**config.mk**
```make
export PLATFORM = sky130hd
export DESIGN_NAME = rank_filter_top
export DESIGN_NICKNAME = d
export VERILOG_FILES = /design/src/common/rank_pkg.sv /design/src/sort3_net.sv /design/src/sort5/sort5_pipe.sv /design/src/sort7/sort7_pipe.sv /design/src/window_shift.sv /design/src/rank_select.sv /design/src/rank_filter_top.sv
export VERILOG_INCLUDE_DIRS = /design/src /design/src/common
export SDC_FILE = /design/constraint.sdc
export NUM_CORES = 1
export LEC_CHECK = 0
export BUFFER_PORTS_ARGS = -buffer_cell sky130_fd_sc_hd__buf_2
export CAP_MARGIN = 5
export CELL_PAD_IN_SITES_DETAIL_PLACEMENT = 0
export CELL_PAD_IN_SITES_GLOBAL_PLACEMENT = 1
export CORE_ASPECT_RATIO = 2
export CORE_MARGIN = 8
export CORE_UTILIZATION = 30
export DETAILED_ROUTE_END_ITERATION = 10
export HOLD_SLACK_MARGIN = 0.03
export PLACE_DENSITY = 0.49
export SYNTH_ARGS = -nofsm -noshare
export SYNTH_HDL_FRONTEND = slang
export SYNTH_HIERARCHICAL = 1
export SYNTH_SLANG_ARGS = --single-unit
```
**constraint.sdc**
```tcl
create_clock -name clk -period 10.88 [get_ports clk]
set_input_delay 0.544 -clock clk [delete_from_list [all_inputs] [get_ports clk]]
set_output_delay 0.544 -clock clk [all_outputs]
set_load 0.005 [all_outputs]
```
**src/common/rank_defs.svh**
```systemverilog
`ifndef RANK_DEFS_SVH
`define RANK_DEFS_SVH

// pixel width in bits
`define PIX_W 8

// cycles through one five-input sorter
`define SORT5_LAT 3

// cycles through the seven-input sorter
`define SORT7_LAT 10

`endif

```
**src/common/rank_pkg.sv**
```systemverilog
`default_nettype none
`include "rank_defs.svh"

package rank_pkg;

  typedef logic [`PIX_W-1:0] pix_t;

  // s1 of the sliding window holds the oldest sample
  typedef struct packed {
    pix_t s1;
    pix_t s2;
    pix_t s3;
    pix_t s4;
    pix_t s5;
    pix_t s6;
    pix_t s7;
  } win7_t;

  typedef struct packed {
    pix_t v1;
    pix_t v2;
    pix_t v3;
    pix_t v4;
    pix_t v5;
  } vec5_t;

  // r1 is the minimum, r7 the maximum
  typedef struct packed {
    pix_t r1;
    pix_t r2;
    pix_t r3;
    pix_t r4;
    pix_t r5;
    pix_t r6;
    pix_t r7;
  } sorted7_t;

  typedef enum logic [1:0] {
    RANK_MIN = 2'd0,
    RANK_MED = 2'd1,
    RANK_MAX = 2'd2
  } rank_mode_e;

endpackage

`default_nettype wire

```
**src/sort3_net.sv**
```systemverilog
`timescale 1ns/1ps
`default_nettype none

module sort3_net (
  input  logic [7:0] a_i,
  input  logic [7:0] b_i,
  input  logic [7:0] c_i,
  output logic [7:0] min_o,
  output logic [7:0] med_o,
  output logic [7:0] max_o
);

  logic [7:0] lo_ab;
  logic [7:0] hi_ab;
  logic [7:0] lo_hc;

  // order a and b
  assign lo_ab = (a_i < b_i) ? a_i : b_i;
  assign hi_ab = (a_i < b_i) ? b_i : a_i;

  // larger of the pair against c gives the maximum
  assign lo_hc = (hi_ab < c_i) ? hi_ab : c_i;
  assign max_o = (hi_ab < c_i) ? c_i : hi_ab;

  // the two leftovers give minimum and median
  assign min_o = (lo_ab < lo_hc) ? lo_ab : lo_hc;
  assign med_o = (lo_ab < lo_hc) ? lo_hc : lo_ab;

endmodule

`default_nettype wire

```
**src/sort5/sort5_pipe.sv**
```systemverilog
`timescale 1ns/1ps
`default_nettype none
`include "rank_defs.svh"

module sort5_pipe
  import rank_pkg::*;
(
  input  logic  clk,
  input  logic  rst_n,
  input  logic  valid_i,
  input  vec5_t vec_i,
  output logic  valid_o,
  output vec5_t vec_o
);

  vec5_t                 s1_q;
  vec5_t                 s2_q;
  pix_t                  tri_min;
  pix_t                  tri_med;
  pix_t                  tri_max;
  pix_t                  mid_min;
  pix_t                  mid_med;
  pix_t                  mid_max;
  logic [`SORT5_LAT-1:0] valid_q;

  // first three inputs sorted as a triple
  sort3_net u_sort3_in (
    .a_i   (vec_i.v1),
    .b_i   (vec_i.v2),
    .c_i   (vec_i.v3),
    .min_o (tri_min),
    .med_o (tri_med),
    .max_o (tri_max)
  );

  // after the merge step only the middle three are still unordered
  sort3_net u_sort3_mid (
    .a_i   (s2_q.v2),
    .b_i   (s2_q.v3),
    .c_i   (s2_q.v4),
    .min_o (mid_min),
    .med_o (mid_med),
    .max_o (mid_max)
  );

  always_ff @(posedge clk) begin
    if (!rst_n) begin
      s1_q    <= '0;
      s2_q    <= '0;
      vec_o   <= '0;
      valid_q <= '0;
    end else begin
      // triple in v1..v3, ordered pair in v4..v5
      s1_q.v1 <= tri_min;
      s1_q.v2 <= tri_med;
      s1_q.v3 <= tri_max;
      s1_q.v4 <= (vec_i.v4 < vec_i.v5) ? vec_i.v4 : vec_i.v5;
      s1_q.v5 <= (vec_i.v4 < vec_i.v5) ? vec_i.v5 : vec_i.v4;

      // low ends and high ends exchanged, giving global min and max
      s2_q.v1 <= (s1_q.v1 < s1_q.v4) ? s1_q.v1 : s1_q.v4;
      s2_q.v2 <= (s1_q.v1 < s1_q.v4) ? s1_q.v4 : s1_q.v1;
      s2_q.v3 <= s1_q.v2;
      s2_q.v4 <= (s1_q.v3 < s1_q.v5) ? s1_q.v3 : s1_q.v5;
      s2_q.v5 <= (s1_q.v3 < s1_q.v5) ? s1_q.v5 : s1_q.v3;

      vec_o.v1 <= s2_q.v1;
      vec_o.v2 <= mid_min;
      vec_o.v3 <= mid_med;
      vec_o.v4 <= mid_max;
      vec_o.v5 <= s2_q.v5;

      valid_q <= {valid_q[`SORT5_LAT-2:0], valid_i};
    end
  end

  assign valid_o = valid_q[`SORT5_LAT-1];

endmodule

`default_nettype wire

```
**src/sort7/sort7_pipe.sv**
```systemverilog
`timescale 1ns/1ps
`default_nettype none
`include "rank_defs.svh"

module sort7_pipe
  import rank_pkg::*;
(
  input  logic     clk,
  input  logic     rst_n,
  input  logic     valid_i,
  input  win7_t    win_i,
  output logic     valid_o,
  output sorted7_t sorted_o
);

  vec5_t               sa1_in;
  vec5_t               sa1_out;
  vec5_t               p1_sa1;
  logic                sa1_valid;
  logic                p1_valid;
  pix_t [`SORT5_LAT:0] s6_q;
  pix_t [`SORT5_LAT:0] s7_q;
  pix_t [`SORT5_LAT:0] a1_q;
  pix_t [`SORT5_LAT:0] a2_q;
  vec5_t               sa2_in;
  vec5_t               sa2_out;
  vec5_t               p2_sa2;
  logic                sa2_valid;
  logic                p2_valid;
  pix_t                sn1_min, sn1_med, sn1_max;
  pix_t                p3_sn1_min, p3_sn1_med, p3_sn1_max;
  pix_t                p3_b2, p3_b3, p3_b4, p3_b5;
  logic                p3_valid;
  pix_t                sn2_min, sn2_med, sn2_max;
  pix_t                p4_sn1_min, p4_sn2_min, p4_sn2_med, p4_sn2_max;
  pix_t                p4_b3, p4_b4, p4_b5;
  logic                p4_valid;
  pix_t                sn3_min, sn3_med, sn3_max;

  assign sa1_in = '{v1: win_i.s1, v2: win_i.s2, v3: win_i.s3, v4: win_i.s4, v5: win_i.s5};

  sort5_pipe u_sort5_a (
    .clk     (clk),
    .rst_n   (rst_n),
    .valid_i (valid_i),
    .vec_i   (sa1_in),
    .valid_o (sa1_valid),
    .vec_o   (sa1_out)
  );

  // s6 and s7 wait for the first sort, its two smallest wait for the second
  always_ff @(posedge clk) begin
    if (!rst_n) begin
      p1_sa1   <= '0;
      p1_valid <= 1'b0;
      s6_q     <= '0;
      s7_q     <= '0;
      a1_q     <= '0;
      a2_q     <= '0;
    end else begin
      p1_sa1   <= sa1_out;
      p1_valid <= sa1_valid;
      s6_q     <= {s6_q[`SORT5_LAT-1:0], win_i.s6};
      s7_q     <= {s7_q[`SORT5_LAT-1:0], win_i.s7};
      a1_q     <= {a1_q[`SORT5_LAT-1:0], p1_sa1.v1};
      a2_q     <= {a2_q[`SORT5_LAT-1:0], p1_sa1.v2};
    end
  end

  // top three of the first sort merged with s6 and s7
  assign sa2_in = '{v1: s6_q[`SORT5_LAT], v2: s7_q[`SORT5_LAT],
                    v3: p1_sa1.v3, v4: p1_sa1.v4, v5: p1_sa1.v5};

  sort5_pipe u_sort5_b (
    .clk     (clk),
    .rst_n   (rst_n),
    .valid_i (p1_valid),
    .vec_i   (sa2_in),
    .valid_o (sa2_valid),
    .vec_o   (sa2_out)
  );

  always_ff @(posedge clk) begin
    if (!rst_n) begin
      p2_sa2   <= '0;
      p2_valid <= 1'b0;
    end else begin
      p2_sa2   <= sa2_out;
      p2_valid <= sa2_valid;
    end
  end

  // v3..v5 of the second sort are already the top three of the window
  sort3_net u_sn1 (
    .a_i   (a1_q[`SORT5_LAT]),
    .b_i   (a2_q[`SORT5_LAT]),
    .c_i   (p2_sa2.v1),
    .min_o (sn1_min),
    .med_o (sn1_med),
    .max_o (sn1_max)
  );

  sort3_net u_sn2 (
    .a_i   (p3_sn1_med),
    .b_i   (p3_sn1_max),
    .c_i   (p3_b2),
    .min_o (sn2_min),
    .med_o (sn2_med),
    .max_o (sn2_max)
  );

  always_ff @(posedge clk) begin
    if (!rst_n) begin
      p3_sn1_min <= '0;
      p3_sn1_med <= '0;
      p3_sn1_max <= '0;
      p3_b2      <= '0;
      p3_b3      <= '0;
      p3_b4      <= '0;
      p3_b5      <= '0;
      p3_valid   <= 1'b0;
      p4_sn1_min <= '0;
      p4_sn2_min <= '0;
      p4_sn2_med <= '0;
      p4_sn2_max <= '0;
      p4_b3      <= '0;
      p4_b4      <= '0;
      p4_b5      <= '0;
      p4_valid   <= 1'b0;
    end else begin
      p3_sn1_min <= sn1_min;
      p3_sn1_med <= sn1_med;
      p3_sn1_max <= sn1_max;
      p3_b2      <= p2_sa2.v2;
      p3_b3      <= p2_sa2.v3;
      p3_b4      <= p2_sa2.v4;
      p3_b5      <= p2_sa2.v5;
      p3_valid   <= p2_valid;
      p4_sn1_min <= p3_sn1_min;
      p4_sn2_min <= sn2_min;
      p4_sn2_med <= sn2_med;
      p4_sn2_max <= sn2_max;
      p4_b3      <= p3_b3;
      p4_b4      <= p3_b4;
      p4_b5      <= p3_b5;
      p4_valid   <= p3_valid;
    end
  end

  sort3_net u_sn3 (
    .a_i   (p4_sn1_min),
    .b_i   (p4_sn2_med),
    .c_i   (p4_sn2_min),
    .min_o (sn3_min),
    .med_o (sn3_med),
    .max_o (sn3_max)
  );

  assign sorted_o = '{r1: sn3_min, r2: sn3_med, r3: sn3_max, r4: p4_sn2_max,
                      r5: p4_b3, r6: p4_b4, r7: p4_b5};
  assign valid_o  = p4_valid;

endmodule

`default_nettype wire

```
**src/window_shift.sv**
```systemverilog
`timescale 1ns/1ps
`default_nettype none

module window_shift
  import rank_pkg::*;
(
  input  logic       clk,
  input  logic       rst_n,
  input  logic       pix_valid_i,
  input  logic       line_start_i,
  input  pix_t       pix_i,
  input  rank_mode_e mode_i,
  output logic       win_valid_o,
  output win7_t      win_o,
  output rank_mode_e mode_o
);

  logic [2:0] fill_q;
  logic [2:0] fill_nxt;

  // pixels of the current line held after this shift, saturating at seven
  always_comb begin
    if (line_start_i) begin
      fill_nxt = 3'd1;
    end else if (fill_q == 3'd7) begin
      fill_nxt = 3'd7;
    end else begin
      fill_nxt = fill_q + 3'd1;
    end
  end

  always_ff @(posedge clk) begin
    if (!rst_n) begin
      fill_q      <= '0;
      win_o       <= '0;
      win_valid_o <= 1'b0;
      mode_o      <= RANK_MIN;
    end else begin
      win_valid_o <= 1'b0;
      if (pix_valid_i) begin
        fill_q      <= fill_nxt;
        win_o.s1    <= win_o.s2;
        win_o.s2    <= win_o.s3;
        win_o.s3    <= win_o.s4;
        win_o.s4    <= win_o.s5;
        win_o.s5    <= win_o.s6;
        win_o.s6    <= win_o.s7;
        win_o.s7    <= pix_i;
        win_valid_o <= (fill_nxt == 3'd7);
        mode_o      <= mode_i;
      end
    end
  end

endmodule

`default_nettype wire

```
**src/rank_select.sv**
```systemverilog
`timescale 1ns/1ps
`default_nettype none
`include "rank_defs.svh"

module rank_select
  import rank_pkg::*;
(
  input  logic       clk,
  input  logic       rst_n,
  input  logic       valid_i,
  input  sorted7_t   sorted_i,
  input  rank_mode_e mode_i,
  output logic       rank_valid_o,
  output pix_t       rank_o
);

  rank_mode_e mode_q [`SORT7_LAT];

  // mode follows its window through the sorter
  always_ff @(posedge clk) begin
    if (!rst_n) begin
      for (int i = 0; i < `SORT7_LAT; i++) begin
        mode_q[i] <= RANK_MIN;
      end
    end else begin
      mode_q[0] <= mode_i;
      for (int i = 1; i < `SORT7_LAT; i++) begin
        mode_q[i] <= mode_q[i-1];
      end
    end
  end

  always_ff @(posedge clk) begin
    if (!rst_n) begin
      rank_valid_o <= 1'b0;
      rank_o       <= '0;
    end else begin
      rank_valid_o <= valid_i;
      if (valid_i) begin
        case (mode_q[`SORT7_LAT-1])
          RANK_MIN: rank_o <= sorted_i.r1;
          RANK_MAX: rank_o <= sorted_i.r7;
          default:  rank_o <= sorted_i.r4;
        endcase
      end
    end
  end

endmodule

`default_nettype wire

```
**src/rank_filter_top.sv**
```systemverilog
`timescale 1ns/1ps
`default_nettype none

module rank_filter_top
  import rank_pkg::*;
(
  input  logic       clk,
  input  logic       rst_n,
  input  logic       pix_valid_i,
  input  logic       line_start_i,
  input  pix_t       pix_i,
  input  rank_mode_e mode_i,
  output logic       rank_valid_o,
  output pix_t       rank_o
);

  win7_t      win;
  logic       win_valid;
  rank_mode_e win_mode;
  sorted7_t   sorted;
  logic       sorted_valid;

  window_shift u_window (
    .clk          (clk),
    .rst_n        (rst_n),
    .pix_valid_i  (pix_valid_i),
    .line_start_i (line_start_i),
    .pix_i        (pix_i),
    .mode_i       (mode_i),
    .win_valid_o  (win_valid),
    .win_o        (win),
    .mode_o       (win_mode)
  );

  sort7_pipe u_sort7 (
    .clk      (clk),
    .rst_n    (rst_n),
    .valid_i  (win_valid),
    .win_i    (win),
    .valid_o  (sorted_valid),
    .sorted_o (sorted)
  );

  rank_select u_select (
    .clk          (clk),
    .rst_n        (rst_n),
    .valid_i      (sorted_valid),
    .sorted_i     (sorted),
    .mode_i       (win_mode),
    .rank_valid_o (rank_valid_o),
    .rank_o       (rank_o)
  );

endmodule

`default_nettype wire

```
==> metrics list <==
* Result of the run: finished clean
- The worst setup path is captured at a flip-flop.
* Initial cell density of the core: around 30%
- Overall power consumption after layout is estimated at 4.448 mW.
- Dividing the final minimum period by the clock period gives 63.89%.
* Dpl ws: 4.023 ns
- The setup path with the least slack is of type flip-flop to flip-flop.
- The finished cells cover 0.03024 mm2.
* Core Box Area: 0.09115 mm2
* Buffer count from post-CTS setup fixing: 0
- The final layout contains approximately 2800 nets.
- Largest net degree at the start of global routing: ~130
* Clock skew after layout: 0.02954 ns
- In this run the horizontal extent of the chip is 230.0 um.
- For the worst setup path, the data arrival time is approximately 7.5 ns.
* Setup repair after global routing missed its margin: false
- Setup violations remaining at the end of the flow were counted as 0.
* Worst slew margin: between 20% and 30%
* Part of the total power dissipated in sequential elements: between 40% and 50%
* Number of buffers inserted by port buffering: 22
- Cell area after technology mapping: 0.02747 mm2
- Fraction of layout cells with a size suffix above 1: 8.626%
* Clock buffers created by TritonCTS: 57
- At the pin with the least slew margin, the transition time is 1.077 ns.
* Total grt overflow: 0
* Number of I/O pins: 23
- Relative contribution of the clock network to total power: 47.8%
- Synthesized netlist cell count: 2685
- Deepest level of the CTS H-tree: 2
* Worst voltage drop across the vdd grid: 0.1185 mV
- Crit start category: flip-flop
* Synthesized net count: 2889
* Std-Cell Rows: 157
- The floorplan step defined a die boundary enclosing 0.1021 mm2.
- For this run, the number of Yosys warnings is 6.
- Net switching power: ~960 uW
- DRT antenna net count: 0
- Including well taps, the total number of placed cells is 3765.
- In the global route stage, overall resource usage came out at 12.33%.
- Core Util, Final: 33.17%
- After the flow finishes, the layout carries non-filler instances totaling 3872.
- The final-report hold violation count came to 0.
* Total via count in the routed design: 17150
- After the first detailed-routing iteration, the DRC count stood at approximately 730.
* Clock insertion delay at the later pin of the skew report: 0.63 ns
* Area post-placement: 0.02822 mm2
* Post-cts resize count: 0
* Remaining DRCs: 0
- Number of buffers added to fix hold violations after cts: 0
- For this design the ratio of total power to cell area is 147.1 mW/mm2.
- Final critical delay including setup and external delays: 6.952 ns
- Dividing the synthesized area by the synthesized cell count gives 10.23 um2.
- The share of total power dissipated in combinational logic is 2.6%.
* Req. time, crit path: 11.39 ns
- Net switching is 21.65% of the power.
* Routability congestion estimate from global placement: 0.7492
- The longest clock path from root to sink contains 3 buffers.
- Initial antenna violation count: 3
- The analysis attributes to cell leakage a power of 13.32 nW.
* Clock transition time at the flip-flop clock pins of the worst setup and hold paths: 0.07 ns
- The die is 443.9 um tall.
- Hpwl dp: 45510 um
- The root buffer cell chosen for the clock tree is sky130_fd_sc_hd__clkbuf_16.
- The path class of the tightest hold or removal check is primary input to flip-flop.
- Number of vias per cell: approximately 4.4
- Sinks on the clock net: about 600
- Across all hold checks on the routed design, the worst slack comes to 0.1718 ns.
* Cell Int Power: 3.485 mW
- Dividing the detail-routed wire length by the instance count gives 16.22 um.
- Vias in the first global route: 17800
- Critical path peak fanout: 23
- Total Neg Setup Slack: 0 ns
- Wires add up to around 63000 um.
- TritonCTS built the clock tree.
* Post-synthesis to final-layout area growth: 10.07%
- For this run, the top clock speed supported by timing is 143.9 MHz.
* Wire length of the first global-routing pass: between 100000 and 150000 um
* Number of violations of the max-capacitance limit: 0
- The number of slew-limit violations in the final report is 0.
- The first TritonRoute pass finished after 5 iterations.
* Worst setup slack after layout: about 4 ns
## layout make-up
class	count	area, um2
fill	9421	60910
multi-input combinational	1737	13800
sequential	597	11950
clock buffer	73	1577
tap	1192	1491
inverter	208	780.7
clock inverter	32	435.4
timing repair buffer	31	190.2
antenna	2	5.005
## sequential cells by signal, summed over array words and instances (netlist names), 20 cells and up
register,cells
u_window/win_o,56
u_sort7/p1_sa1,40
u_sort7/u_sort5_a/s1_q,40
u_sort7/u_sort5_a/s2_q,40
u_sort7/u_sort5_a/vec_o,40
u_sort7/u_sort5_b/s1_q,40
u_sort7/u_sort5_b/s2_q,40
u_sort7/a1_q,32
u_sort7/a2_q,32
u_sort7/s6_q,32
u_sort7/s7_q,32
u_sort7/p2_sa2,24
u_sort7/u_sort5_b/vec_o,24
u_select/mode_q,20
## power groups by stage
stage / Combinational (mW) / Sequential [mW] / Clock [mW]
final: 0.118 / 2.20 / 2.13
after global routing: 0.132 / 2.20 / 2.31
after CTS: 0.122 / 2.20 / 2.23
after detailed placement: 0.121 / 2.25 / 0
after global placement: 0.121 / 2.25 / 0
after floorplan: 0.112 / 2.25 / 0
## layer usage
| layer | part of all wire, % | wire (um) | track usage, % |
|---|---|---|---|
| met1 | 47 | 29430 | 15.78 |
| met2 | 48 | 30280 | 21.36 |
| met3 | 2.4 | 1526 | 1.639 |
| met4 | 2.5 | 1551 | 3.630 |
| met5 | 0 | 0 | 0 |
## layout by cell type (no fill, tap or decap), types with 10 or more instances in the layout
| master | count |
|---|---|
| sky130_fd_sc_hd__dfxtp_1 | 597 |
| sky130_fd_sc_hd__clkinv_2 | 12 |
| sky130_fd_sc_hd__ha_1 | 190 |
| sky130_fd_sc_hd__a31oi_1 | 17 |
| sky130_fd_sc_hd__o21ai_0 | 83 |
| sky130_fd_sc_hd__mux2i_1 | 314 |
| sky130_fd_sc_hd__buf_4 | 10 |
| sky130_fd_sc_hd__a311o_1 | 12 |
| sky130_fd_sc_hd__mux2i_4 | 12 |
| sky130_fd_sc_hd__nand2b_1 | 15 |
| sky130_fd_sc_hd__nor2b_1 | 64 |
| sky130_fd_sc_hd__a211oi_1 | 20 |
| sky130_fd_sc_hd__nor2_1 | 62 |
| sky130_fd_sc_hd__nand4b_1 | 16 |
| sky130_fd_sc_hd__mux2_4 | 19 |
| sky130_fd_sc_hd__o211ai_1 | 16 |
| sky130_fd_sc_hd__and2_1 | 430 |
| sky130_fd_sc_hd__nand4_1 | 23 |
| sky130_fd_sc_hd__inv_1 | 208 |
| sky130_fd_sc_hd__and3_1 | 23 |
| sky130_fd_sc_hd__clkbuf_16 | 57 |
| sky130_fd_sc_hd__nand3b_1 | 14 |
| sky130_fd_sc_hd__nand2_1 | 162 |
| sky130_fd_sc_hd__a32o_1 | 12 |
| sky130_fd_sc_hd__nand3_1 | 40 |
| sky130_fd_sc_hd__buf_2 | 20 |
| sky130_fd_sc_hd__a21oi_1 | 43 |
| sky130_fd_sc_hd__mux2_2 | 28 |
| sky130_fd_sc_hd__a21o_1 | 27 |
| sky130_fd_sc_hd__o21ai_2 | 10 |
## critical path: stages (launching register included)
cell	delay, ns
sky130_fd_sc_hd__dfxtp_1	0.36
sky130_fd_sc_hd__inv_1	0.06
sky130_fd_sc_hd__ha_1	0.31
sky130_fd_sc_hd__nand4_1	0.15
sky130_fd_sc_hd__o311ai_4	0.88
sky130_fd_sc_hd__o21ai_0	0.50
sky130_fd_sc_hd__ha_1	0.46
sky130_fd_sc_hd__nand4_1	0.10
sky130_fd_sc_hd__a21oi_1	0.22
sky130_fd_sc_hd__nand2_1	0.08
sky130_fd_sc_hd__nand2_1	0.11
sky130_fd_sc_hd__a31o_1	0.74
sky130_fd_sc_hd__mux2i_1	0.36
sky130_fd_sc_hd__ha_1	0.30
sky130_fd_sc_hd__a21o_1	0.18
sky130_fd_sc_hd__a21o_1	0.17
sky130_fd_sc_hd__a211oi_1	0.35
sky130_fd_sc_hd__nand3b_1	0.14
sky130_fd_sc_hd__o21ai_2	0.84
sky130_fd_sc_hd__mux2i_1	0.26
sky130_fd_sc_hd__and2_1	0.22
## path summary, 6_finish.rpt
path                              start                          end  slack, ns  depth (start not counted)
max          u_sort7/u_sort5_a/s2_q[22]  u_sort7/u_sort5_a/vec_o[22]       3.93                         20
min                            pix_i[0]            u_window/win_o[0]       0.17                          3
max reg2reg  u_sort7/u_sort5_a/s2_q[22]  u_sort7/u_sort5_a/vec_o[22]       3.93                         20
min reg2reg       u_sort7/p3_sn1_min[3]        u_sort7/p4_sn1_min[3]       0.42                          1
Power figures use the tool's default switching activity.
